### src/include/pc_cfg.svh
// Shared widths, fetch timing and flag bit positions, included by the PC subsystem and its testbench
`ifndef PC_CFG_SVH
`define PC_CFG_SVH

// PC and register target width
`define PC_W 16

// Branch offset width, in instruction words
`define OFS_W 9

// Memory wait cycles per fetch, 1 or more
`define FETCH_WAIT 2

// Bit positions in the flag vector
`define FLAG_Z 0
`define FLAG_V 1
`define FLAG_N 2

`endif

### src/source/pc_pkg.sv
// Enumerated types for branch decode, flag writes and fetch sequencing, imported by the PC blocks
package pc_pkg;

	// Branch condition, encoding fixed by the ISA
	typedef enum logic [2:0] {
		cond_ne     = 3'b000,	// Z == 0
		cond_eq     = 3'b001,	// Z == 1
		cond_gt     = 3'b010,	// Z == N == 0
		cond_lt     = 3'b011,	// N == 1
		cond_ge     = 3'b100,	// Z == 1 or Z == N == 0
		cond_le     = 3'b101,	// N == 1 or Z == 1
		cond_ovf    = 3'b110,	// V == 1
		cond_always = 3'b111	// Unconditional
	} cond_t;

	// Branch instruction class
	typedef enum logic [1:0] {
		br_b   = 2'b00,	// PC-relative
		br_br  = 2'b01,	// Register target
		br_pcs = 2'b10,	// Save PC+2 to link
		br_hlt = 2'b11	// Halt, PC holds
	} br_type_t;

	// Which flags an execute result may update
	typedef enum logic [1:0] {
		flag_none  = 2'b00,	// No flag touched
		flag_arith = 2'b01,	// Z, V and N
		flag_logic = 2'b10,	// Z only
		flag_shift = 2'b11	// Z and N
	} flag_sel_t;

	// Fetch sequencer states
	typedef enum logic [1:0] {
		st_reset = 2'b00,	// Post-reset settle
		st_req   = 2'b01,	// Issue fetch request
		st_wait  = 2'b10,	// Memory wait states
		st_halt  = 2'b11	// Stopped until reset
	} fetch_state_t;

endpackage

### src/source/branch_if.sv
// Decoded branch fields passed from the top level to the next-PC logic and fetch sequencer
`timescale 1ns/1ps
`include "pc_cfg.svh"

interface branch_if;

	pc_pkg::cond_t     c;	// Branch condition
	logic [`OFS_W-1:0] offset;	// Word offset, signed
	logic [`PC_W-1:0]  target;	// Register value for BR
	logic              branch;	// Branch instruction
	pc_pkg::br_type_t  branch_type;	// B / BR / PCS / HLT
	logic              pcs;	// Link save
	logic              hlt;	// Halt request

	// Decoder side, driven at the top level
	modport src (
		output c, offset, target, branch, branch_type, pcs, hlt
	);

	// Next-PC logic consumes the whole bundle
	modport ctrl (
		input c, offset, target, branch, branch_type, pcs, hlt
	);

	// Sequencing side only needs halt and link control
	modport seq (
		input hlt, pcs
	);

endinterface

### src/source/pc_control.sv
// Combinational next-PC logic, evaluates the branch condition on Z/V/N and picks one of four sources
`timescale 1ns/1ps
`include "pc_cfg.svh"

module pc_control import pc_pkg::*; (
	branch_if.ctrl          br,	// Decoded branch fields
	input  logic [2:0]      flags,	// Registered Z/V/N
	input  logic [`PC_W-1:0] pc_in,	// Current PC
	output logic [`PC_W-1:0] pc_out,	// Next PC
	output logic [`PC_W-1:0] pc_plus2	// Sequential PC, also the link value
);

	localparam int PC_W = `PC_W;
	localparam int OFS_W = `OFS_W;
	localparam logic [PC_W-1:0] PC_STEP = 2;	// Instructions are 2 bytes

	logic            flag_z;
	logic            flag_v;
	logic            flag_n;
	logic            taken;	// Condition satisfied
	logic [PC_W-1:0] ofs_ext;	// Sign-extended offset
	logic [PC_W-1:0] ofs_byte;	// Offset in bytes
	logic [PC_W-1:0] pc_rel;	// B target
	logic [PC_W-1:0] pc_sel;	// Per-class choice

	assign flag_z = flags[`FLAG_Z];
	assign flag_v = flags[`FLAG_V];
	assign flag_n = flags[`FLAG_N];

	// Condition table
	always_comb begin
		taken = 1'b0;
		case (br.c)
			cond_ne:     taken = ~flag_z;
			cond_eq:     taken = flag_z;
			cond_gt:     taken = ~flag_z & ~flag_n;
			cond_lt:     taken = flag_n;
			cond_ge:     taken = flag_z | (~flag_z & ~flag_n);	// Equal or greater
			cond_le:     taken = flag_n | flag_z;
			cond_ovf:    taken = flag_v;
			cond_always: taken = 1'b1;
			default:     taken = 1'b0;
		endcase
	end

	assign ofs_ext  = {{(PC_W - OFS_W){br.offset[OFS_W-1]}}, br.offset};
	assign ofs_byte = ofs_ext << 1;	// Word offset to byte offset
	assign pc_plus2 = pc_in + PC_STEP;
	assign pc_rel   = pc_plus2 + ofs_byte;	// Relative to the following instruction

	// Source by branch class
	always_comb begin
		pc_sel = pc_plus2;
		case (br.branch_type)
			br_b:   pc_sel = (br.branch && taken) ? pc_rel : pc_plus2;
			br_br:  pc_sel = (br.branch && taken) ? br.target : pc_plus2;
			br_pcs: pc_sel = pc_plus2;	// Link captured by the sequencer
			br_hlt: pc_sel = pc_in;	// Freeze on halt
		endcase
	end

	// Ordinary instructions always fall through
	assign pc_out = (br.branch || br.hlt || br.pcs) ? pc_sel : pc_plus2;

endmodule

### src/source/flag_unit.sv
// Z/V/N flag register written by the execute stage, each result class updates only its own flags
`timescale 1ns/1ps
`include "pc_cfg.svh"

module flag_unit import pc_pkg::*; (
	input  logic      clk,
	input  logic      reset,	// Sync, active high
	input  logic      flag_wr,	// Write strobe
	input  flag_sel_t flag_sel,	// Result class
	input  logic [2:0] flag_in,	// New Z/V/N
	output logic [2:0] flags	// Registered Z/V/N
);

	logic [2:0] wr_mask;	// Bits this class may touch

	// Per-class write enables
	always_comb begin
		wr_mask = 3'b000;
		case (flag_sel)
			flag_none: wr_mask = 3'b000;
			flag_arith: begin
				wr_mask[`FLAG_Z] = 1'b1;
				wr_mask[`FLAG_V] = 1'b1;
				wr_mask[`FLAG_N] = 1'b1;
			end
			flag_logic: wr_mask[`FLAG_Z] = 1'b1;	// Logic ops only set zero
			flag_shift: begin
				wr_mask[`FLAG_Z] = 1'b1;
				wr_mask[`FLAG_N] = 1'b1;	// Shifts cannot overflow
			end
		endcase
	end

	always_ff @(posedge clk) begin
		if (reset) begin
			flags <= 3'b000;
		end else if (flag_wr) begin
			flags <= (flags & ~wr_mask) | (flag_in & wr_mask);	// Merge masked bits
		end
	end

endmodule

### src/source/wait_timer.sv
// Down-counter timing memory wait states for each fetch, reports when the wait has elapsed
`timescale 1ns/1ps
`include "pc_cfg.svh"

module wait_timer (
	input  logic clk,
	input  logic reset,	// Sync, active high
	input  logic load,	// Restart at FETCH_WAIT
	output logic expired	// Count reached zero
);

	localparam int CNT_W = $clog2(`FETCH_WAIT + 1);
	localparam logic [CNT_W-1:0] CNT_INIT = CNT_W'(`FETCH_WAIT);

	logic [CNT_W-1:0] count;	// Remaining wait cycles

	always_ff @(posedge clk) begin
		if (reset) begin
			count <= '0;
		end else if (load) begin
			count <= CNT_INIT;
		end else if (count != '0) begin
			count <= count - 1'b1;	// Holds at zero
		end
	end

	assign expired = (count == '0);

endmodule

### src/source/fetch_fsm.sv
// Fetch sequencer that issues fetch requests, waits out memory latency and retires instructions
`timescale 1ns/1ps
`include "pc_cfg.svh"

module fetch_fsm import pc_pkg::*; (
	input  logic    clk,
	input  logic    reset,	// Sync, active high
	branch_if.seq   br,	// Halt and link fields
	input  logic    instr_valid,	// Decoder has an instruction
	input  logic    expired,	// Wait states done
	output logic    fetch_req,	// One-cycle fetch pulse
	output logic    load,	// Start the wait timer
	output logic    advance,	// Retire and update PC
	output logic    halted	// Stopped on HLT
);

	fetch_state_t state;
	fetch_state_t state_nx;
	logic         rst_seen;	// One cycle out of reset

	always_ff @(posedge clk) begin
		if (reset) begin
			state    <= st_reset;
			rst_seen <= 1'b0;
		end else begin
			state    <= state_nx;
			rst_seen <= 1'b1;
		end
	end

	// Next state
	always_comb begin
		state_nx = state;
		case (state)
			st_reset: begin
				if (rst_seen) begin
					state_nx = st_req;	// Settle one cycle after release
				end
			end
			st_req: state_nx = st_wait;
			st_wait: begin
				if (advance) begin
					state_nx = br.hlt ? st_halt : st_req;
				end
			end
			st_halt: state_nx = st_halt;	// Only reset leaves
		endcase
	end

	assign fetch_req = (state == st_req);
	assign load      = fetch_req;	// Timer starts with the request
	// Stalls here while the decoder is not ready
	assign advance   = (state == st_wait) && expired && instr_valid;
	assign halted    = (state == st_halt);

endmodule

### src/source/pc_sequencer.sv
// Architectural PC, PCS link register and retired-instruction counter, all updated on advance
`timescale 1ns/1ps
`include "pc_cfg.svh"

module pc_sequencer (
	input  logic             clk,
	input  logic             reset,	// Sync, active high
	input  logic             advance,	// Instruction retires
	input  logic             pcs,	// Save link on this one
	input  logic [`PC_W-1:0] pc_next,	// From next-PC logic
	input  logic [`PC_W-1:0] pc_plus2,	// Return address
	output logic [`PC_W-1:0] pc,	// Current PC
	output logic [`PC_W-1:0] link,	// Saved return address
	output logic [15:0]      retired	// Retired count, wraps
);

	always_ff @(posedge clk) begin
		if (reset) begin
			pc      <= '0;
			link    <= '0;
			retired <= '0;
		end else if (advance) begin
			pc      <= pc_next;
			retired <= retired + 16'd1;
			if (pcs) begin
				link <= pc_plus2;	// PC+2 of the PCS itself
			end
		end
	end

endmodule

### src/source/pc_unit.sv
// Top level of the program-counter subsystem, wires next-PC logic, flags, fetch pacing and PC state
`timescale 1ns/1ps
`include "pc_cfg.svh"

module pc_unit import pc_pkg::*; (
	input  logic              clk,
	input  logic              reset,	// Sync, active high
	input  cond_t             c,	// Branch condition
	input  logic [`OFS_W-1:0] offset,	// B offset in words
	input  logic [`PC_W-1:0]  target,	// BR register value
	input  logic              branch,
	input  br_type_t          branch_type,
	input  logic              pcs,
	input  logic              hlt,
	input  logic              instr_valid,	// Decoder ready, else stall
	input  logic              flag_wr,
	input  flag_sel_t         flag_sel,
	input  logic [2:0]        flag_in,
	output logic [`PC_W-1:0]  pc,
	output logic [`PC_W-1:0]  link,
	output logic [15:0]       retired,
	output logic              fetch_req,	// Start of a fetch
	output logic              ready,	// Instruction retired
	output logic              halted
);

	branch_if bi ();

	logic [2:0]       flags;
	logic [`PC_W-1:0] pc_next;
	logic [`PC_W-1:0] pc_plus2;
	logic             expired;
	logic             load;
	logic             advance;

	// Decoded fields onto the bundle
	assign bi.c           = c;
	assign bi.offset      = offset;
	assign bi.target      = target;
	assign bi.branch      = branch;
	assign bi.branch_type = branch_type;
	assign bi.pcs         = pcs;
	assign bi.hlt         = hlt;

	pc_control ctrl_i (
		.br       (bi.ctrl),
		.flags    (flags),
		.pc_in    (pc),	// Feedback from the PC register
		.pc_out   (pc_next),
		.pc_plus2 (pc_plus2)
	);

	flag_unit flag_i (
		.clk      (clk),
		.reset    (reset),
		.flag_wr  (flag_wr),
		.flag_sel (flag_sel),
		.flag_in  (flag_in),
		.flags    (flags)
	);

	wait_timer timer_i (
		.clk     (clk),
		.reset   (reset),
		.load    (load),
		.expired (expired)
	);

	fetch_fsm fsm_i (
		.clk         (clk),
		.reset       (reset),
		.br          (bi.seq),
		.instr_valid (instr_valid),
		.expired     (expired),
		.fetch_req   (fetch_req),
		.load        (load),
		.advance     (advance),
		.halted      (halted)
	);

	pc_sequencer seq_i (
		.clk      (clk),
		.reset    (reset),
		.advance  (advance),
		.pcs      (bi.pcs),
		.pc_next  (pc_next),
		.pc_plus2 (pc_plus2),
		.pc       (pc),
		.link     (link),
		.retired  (retired)
	);

	assign ready = advance;	// Retire strobe seen by the decoder

endmodule

### config.mk
export PLATFORM = sky130hd
export DESIGN_NAME = pc_unit
export DESIGN_NICKNAME = d
export VERILOG_FILES = /design/src/source/pc_pkg.sv /design/src/source/branch_if.sv /design/src/source/pc_control.sv /design/src/source/flag_unit.sv /design/src/source/wait_timer.sv /design/src/source/fetch_fsm.sv /design/src/source/pc_sequencer.sv /design/src/source/pc_unit.sv
export VERILOG_INCLUDE_DIRS = /design/src /design/src/include
export SDC_FILE = /design/constraint.sdc
export NUM_CORES = 1
export LEC_CHECK = 0
export BUFFER_PORTS_ARGS = -buffer_cell sky130_fd_sc_hd__buf_2
export CORE_MARGIN = 2
export CORE_UTILIZATION = 50
export DETAILED_ROUTE_END_ITERATION = 10
export GPL_TIMING_DRIVEN = 0
export PLACE_DENSITY = 0.76
export SKIP_LAST_GASP = 1
export SLEW_MARGIN = 20
export SYNTH_ARGS = -nofsm -noshare
export SYNTH_HDL_FRONTEND = slang
export SYNTH_SLANG_ARGS = --single-unit
### constraint.sdc
create_clock -name clk -period 3.25 [get_ports clk]
set_input_delay 0.65 -clock clk [delete_from_list [all_inputs] [get_ports clk]]
set_output_delay 0.65 -clock clk [all_outputs]
set_load 0.1 [all_outputs]
==> results of run 1 <==
==> routing by layer <==
metal  wire length [um]  vias to the layer above  global-route usage (%)  part of all wire, %
li1                   -                     1827                       -                    -
met1               4424                     1737                   35.43                   43
met2               4869                      164                   42.54                   47
met3                834                       15                   5.410                  8.1
met4                150                        0                   7.300                  1.5
met5                  0                        -                       0                    0
==> worst paths after layout <==
kind,slack [ns],end,from
worst min register to register,0.45,fsm_i.state[0]$_SDFFE_PP0P_,fsm_i.rst_seen$_DFF_P_
worst max register to register,0.12,seq_i.pc[13]$_SDFFE_PP0P_,seq_i.pc[2]$_SDFFE_PP0P_
worst max-delay path,0.12,seq_i.pc[13]$_SDFFE_PP0P_,seq_i.pc[2]$_SDFFE_PP0P_
worst min-delay path,0.45,fsm_i.state[0]$_SDFFE_PP0P_,fsm_i.rst_seen$_DFF_P_
==> layout by cell type, fill, tap and decap left out, types with 13 or more instances in the layout <==
cell type  count
buf_2         97
nor2_1        61
dfxtp_1       48
a21oi_1       39
nand2_1       36
ha_1          22
nor3_1        19
xnor2_1       18
o21ai_0       17
nand3_1       13
==> worst reg2reg max path, delay by kind of cell (launching register included) <==
family / cells / cell delay, ns
AO/OA/AOI/OAI: 4 / 1.11
XOR/XNOR: 2 / 0.49
adder cells (fa/ha/maj): 2 / 0.60
flip-flops: 1 / 0.41
AND/OR/NAND/NOR: 2 / 0.41
==> timing repair <==
action,4_1_cts,5_1_grt
gates cloned,0,0
pin swaps,2,1
buffers inserted,2,4
gates resized for setup,5,10
endpoints found under the setup margin,2,3
==> sequential cells by signal, summed over array words and instances (netlist names), named ones only <==
signal	cells
seq_i.pc	16
fsm_i.state	2
seq_i.link	16
seq_i.retired	16
fsm_i.rst_seen	1
timer_i.count	2
==> area by class of cell <==
cell class,instances,area [um^2]
Timing Repair Buffer,97,500.5
Multi-Input combinational cell,360,2414
Sequential cell,56,1136
Fill cell,640,2467
Clock inverter,3,27.53
Inverter,11,41.29
Clock buffer,5,68.82
Tap cell,96,120.1
Buffer,20,93.84
==> power breakdown <==
part           leakage, nW  total, mW  internal (mW)  switching (mW)
Sequential           0.458      0.728          0.705          0.0230
Combinational         1.48      0.422          0.132           0.290
Clock               0.0463      0.429          0.159           0.269
Total                 1.99       1.58          0.996           0.582
==> per-stage QoR <==
step	std cells	setup slack, ns	power (mW)	instance area (um^2)	utilization [%]
global route	648	-0.009826	1.648	4402	64.08
floorplan	447	0.05275	1.047	3601	-
finish	648	0.1232	1.578	4402	64.08
detailed placement	634	-0.3802	1.150	4177	60.80
global placement	634	-0.2189	1.142	4177	60.80
CTS	644	0.008652	1.574	4327	62.99
==> kinds of logic after synthesis <==
kind of cell | after synthesis | share of synthesized area [%]
simple gates | 169 | 22.37
mux | 10 | 2.996
fa+ha+maj | 24 | 8.572
flops | 56 | 31.22
buf+inv | 31 | 3.763
xor+xnor | 36 | 8.990
compound gates | 121 | 22.09
==> reports/metrics.yaml, run 1 <==
outcome:
  status: "completed"
clock_tree:
  cts_buffer_depth: 2
  cts_made_buffers: 5
  insertion_delay_ns: 0.33
  root_buffer: "clkbuf_8"
  tritoncts: "done"
  htreeDepth: 2
  cts_num_sinks: 56
  cts.hold.buffers_added: 0
  cts.reportedPaths.clkPinSlew_ns: 0.12
grt:
  antenna_found_initial: 0
  overflow: 0
  grt_pass1_vias: 3304
  grt_max_degree: 20
  grtUsageTotal_pct: 26.24
  grt_pass1_wl_um: 16110
routing:
  vias: 3743
  drc_errors: 0
  routedWlPerCell_um: 15.86
  drt-total-wl_um: 10280
  drtPass1Iterations: 5
  ant_nets: 0
  viasPerCell: 5.776
  drt_iter0_drc: 246
setup_path:
  end_kind: "flip-flop"
  cp_slowest_stage_delay_ns: 0.41
  worstSetupStartpointType: "flip-flop"
  cp.depth: 10
  slowest_stage: "dfxtp_2"
  r2r_cells: 10
  arrival_ns: 3.35
  critPathRequiredTime_ns: 3.47
  critPathMaxFanout: 6
  path_cells: "ha_2 > xor2_2 > ha_1 > nor2b_1 > o2111ai_1 > nand4_1 > a221oi_1 > xnor2_1 > a221oi_1 > a21oi_1"
  critPathTopFamily: "compound AO/OA/AOI/OAI gates"
  critPathMostFrequentCell: "a221oi_1"
  critPathBufInv: 0
  criticalPathCategory: "reg2reg"
min_path:
  hold_depth: 2
  holdCritPathClass: "reg2reg"
sta:
  slew_headroom_pct: 35.82
  finalClockSkew_ns: 0.01054
  worst_pin_slew_ns: 0.9553
  finalHoldViolations: 0
  tns_ns: 0
  layout_min_cycle_time_ns: 3.127
  period_share_pct: 96.21
  finalSetupViolCount: 0
  hold_slack_ns: 0.4457
  max_clock_freq_ghz: 0.3198
  slew_viol_final: 0
synth:
  yosysWarnings: 0
  synth_common_cells: "61 x nor2_1, 56 x dfxtp_1, 39 x a21oi_1"
  synth_top_area_share_pct: 31.22
  synth_area_leaders: "dfxtp_1 31%, ha_1 8.0%, nor2_1 6.4%"
  synthArstFlopShare_pct: 0
  avgSynthCellArea_um2: 8.033
  synth.distinct_cells: 57
  yosysTopAreaCell: "dfxtp_1"
  synth.cell_area_um2: 3591
  syn_nets: 513
  ys_ff_latch: 56
  synth_cells: 447
  synthFlopType: "dfxtp_1"
  ys_seq_area_share_pct: 31.22
  synth_edf_count: 0
  post-synth-top-count-cell: "nor2_1"
floorplan:
  coreArea_um2: 6869
  die_h_um: 88.75
  die_w_um: 88.75
  ios: 93
  die_area_um2: 7876
  rows: 30
  start_util_pct: 52.28
place:
  gp_congestion: 0.9221
  io_buffers: 91
  dp.final_hpwl_um: 7827
finish:
  fin_nets: 617
  final_layout_size_suffix_gt1_share_pct: 25.18
  area_growth_pct: 22.58
  diodes: 0
pwr:
  p_per_area_nw_per_um2: 358.6
  leakagePower_nw: 1.988
  vdd_drop_max_uv: 220.2
run:
  drv_cap: 0
Power figures use the tool's default switching activity.
==> run 2: changes to the inputs <==
--- a/config.mk
+++ b/config.mk
@@ -8,10 +8,9 @@
 export LEC_CHECK = 0
 export BUFFER_PORTS_ARGS = -buffer_cell sky130_fd_sc_hd__buf_2
 export CORE_MARGIN = 2
-export CORE_UTILIZATION = 50
+export CORE_UTILIZATION = 30
 export DETAILED_ROUTE_END_ITERATION = 10
 export GPL_TIMING_DRIVEN = 0
-export PLACE_DENSITY = 0.76
 export SKIP_LAST_GASP = 1
 export SLEW_MARGIN = 20
 export SYNTH_ARGS = -nofsm -noshare
==> reports/metrics.yaml, run 2 (synthesis results as in run 1) <==
setup_path:
  worstSetupStartpointType: "flip-flop"  # unchanged
  critPathBufInv: 0  # unchanged
  cp_slowest_stage_delay_ns: 0.45  # was 0.41 ns
  criticalPathCategory: "reg2reg"  # unchanged
  end_kind: "flip-flop"  # unchanged
  slowest_stage: "dfxtp_2"  # unchanged
  critPathMaxFanout: 7  # was 6
  arrival_ns: 3.36  # was 3.35 ns
  path_cells: "and4_1 > nand4_1 > xnor2_1 > ha_1 > o21ai_1 > a21oi_1 > and3_1 > a221oi_2 > xnor2_1 > a221oi_1 > a21oi_1"  # was ha_2 > xor2_2 > ha_1 > nor2b_1 > o2111ai_1 > nand4_1 > a221oi_1 > xnor2_1 > a221oi_1 > a21oi_1
  critPathRequiredTime_ns: 3.43  # was 3.47 ns
  rr_startpoint: "seq_i.pc[3]$_SDFFE_PP0P_"  # was seq_i.pc[2]$_SDFFE_PP0P_
  critPathLaunch: "seq_i.pc[3]$_SDFFE_PP0P_"  # was seq_i.pc[2]$_SDFFE_PP0P_
  critPathTopFamily: "compound AO/OA/AOI/OAI gates"  # unchanged
finish:
  reg.largest.list: "seq_i.link x16, seq_i.pc x16, seq_i.retired x16"  # unchanged
  fin_nets: 615  # was 617
  final_layout_size_suffix_gt1_share_pct: 25.09  # was 25.18%
  final_cell_mix: "97 x buf_2, 61 x nor2_1, 48 x dfxtp_1"  # unchanged
  area_growth_pct: 26.03  # was 22.58%
  final_common_cell: "buf_2"  # unchanged
  diodes: 0  # unchanged
sta:
  grt_setup_unrepaired: "yes"
  slew_viol_final: 0  # unchanged
  period_share_pct: 97.68  # was 96.21%
  finalHoldViolations: 0  # unchanged
  worst_pin_slew_ns: 0.8875  # was 0.9553 ns
  max_clock_freq_ghz: 0.3150  # was 0.3198 GHz
  slew_headroom_pct: 40.38  # was 35.82%
  finalSetupViolCount: 0  # unchanged
  tns_ns: 0  # unchanged
  layout_setup_ws_ns: 0.07545  # was 0.1232 ns
  hold_slack_ns: 0.4411  # was 0.4457 ns
  layout_min_cycle_time_ns: 3.175  # was 3.127 ns
  finalClockSkew_ns: 0.008645  # was 0.01054 ns
run:
  drv_cap: 0  # unchanged
clock_tree:
  tritoncts: "done"  # unchanged
  cts.reportedPaths.clkPinSlew_ns: 0.08  # was 0.12 ns
  cts_made_buffers: 5  # unchanged
  htreeDepth: 2  # unchanged
  cts_buffer_depth: 2  # unchanged
  insertion_delay_ns: 0.30  # was 0.33 ns
  root_buffer: "clkbuf_16"  # was clkbuf_8
  cts_num_sinks: 56  # unchanged
  cts.hold.buffers_added: 0  # unchanged
grt:
  overflow: 0  # unchanged
  grt_pass1_wl_um: 17130  # was 16110 um
  antenna_found_initial: 0  # unchanged
  grt_pass1_vias: 3413  # was 3304
  grtUsageTotal_pct: 16.57  # was 26.24%
  grt_max_degree: 20  # unchanged
place:
  pre_cts_slack_ns: -0.3582  # was -0.3802 ns
  gp_congestion: 0.9315  # was 0.9221
  io_buffers: 91  # unchanged
  dp.final_hpwl_um: 8448  # was 7827 um
floorplan:
  die_w_um: 113.4  # was 88.75 um
  coreArea_um2: 11560  # was 6869 um^2
  die_h_um: 113.4  # was 88.75 um
  rows: 39  # was 30
  ios: 93  # unchanged
  start_util_pct: 31.05  # was 52.28%
  die_area_um2: 12860  # was 7876 um^2
pwr:
  p_per_area_nw_per_um2: 381.2  # was 358.6 nW/um^2
  vdd_drop_max_uv: 221.9  # was 220.2 uV
  leakagePower_nw: 2.009  # was 1.988 nW
  p_total_mw: 1.725  # was 1.578 mW
outcome:
  status: "completed"  # unchanged
routing:
  viasPerCell: 5.302  # was 5.776
  vias: 3674  # was 3743
  ant_nets: 0  # unchanged
  drtPass1Iterations: 5  # unchanged
  drt-total-wl_um: 10840  # was 10280 um
  routedWlPerCell_um: 15.65  # was 15.86 um
  drt_iter0_drc: 285  # was 246
  drc_errors: 0  # unchanged
min_path:
  holdCritPathClass: "reg2reg"  # unchanged
  hold_start: "fsm_i.rst_seen$_DFF_P_"  # unchanged
run 2: repair_timing:
item,CTS,global route
endpoints found under the setup margin,3,2
gates cloned,0,0
resized for setup,7,11
buffers inserted,3,1
pin swaps,2,1
run 2: area by class of cell:
type / instances / area (um^2)
sequential: 56 / 1136
tap: 143 / 178.9
fill: 1191 / 7039
inverter: 11 / 41.29
buffer: 20 / 93.84
timing repair buffer: 95 / 485.5
clock buffer: 5 / 125.1
clock inverter: 3 / 27.53
multi-input combinational: 360 / 2437
run 2: path summary, 6_finish.rpt:
kind | end | slack, ns | cells after the start
min reg2reg | fsm_i.state[0]$_SDFFE_PP0P_ | 0.44 | 2
max reg2reg | seq_i.pc[13]$_SDFFE_PP0P_ | 0.08 | 11
min | fsm_i.state[0]$_SDFFE_PP0P_ | 0.44 | 2
max | seq_i.pc[13]$_SDFFE_PP0P_ | 0.08 | 11
run 2: metrics by stage:
stage | std cells | util (%) | instance area (um^2)
global placement | 681 | 36.62 | 4235
floorplan | 447 | - | 3601
detailed placement | 681 | 36.62 | 4235
CTS | 692 | 38.60 | 4464
global route | 693 | 39.13 | 4526
finish | 693 | 39.13 | 4526
run 2: where the power goes:
| group | switching, mW | internal, mW | total [mW] | leakage (nW) |
|---|---|---|---|---|
| Combinational | 0.290 | 0.132 | 0.423 | 1.48 |
| Clock | 0.281 | 0.294 | 0.575 | 0.0719 |
| Sequential | 0.0234 | 0.704 | 0.728 | 0.458 |
run 2: layer usage:
metal	global-route usage, %	share of wire (%)
met1	23.48	48
met2	26.27	46
met4	5.122	1.1
met3	2.232	5.0
met5	0	0
run 2: worst min-delay path, cell delays in order (launching register included):
cell,delay [ns]
dfxtp_1,0.31
nand2_1,0.05
a21oi_1,0.05
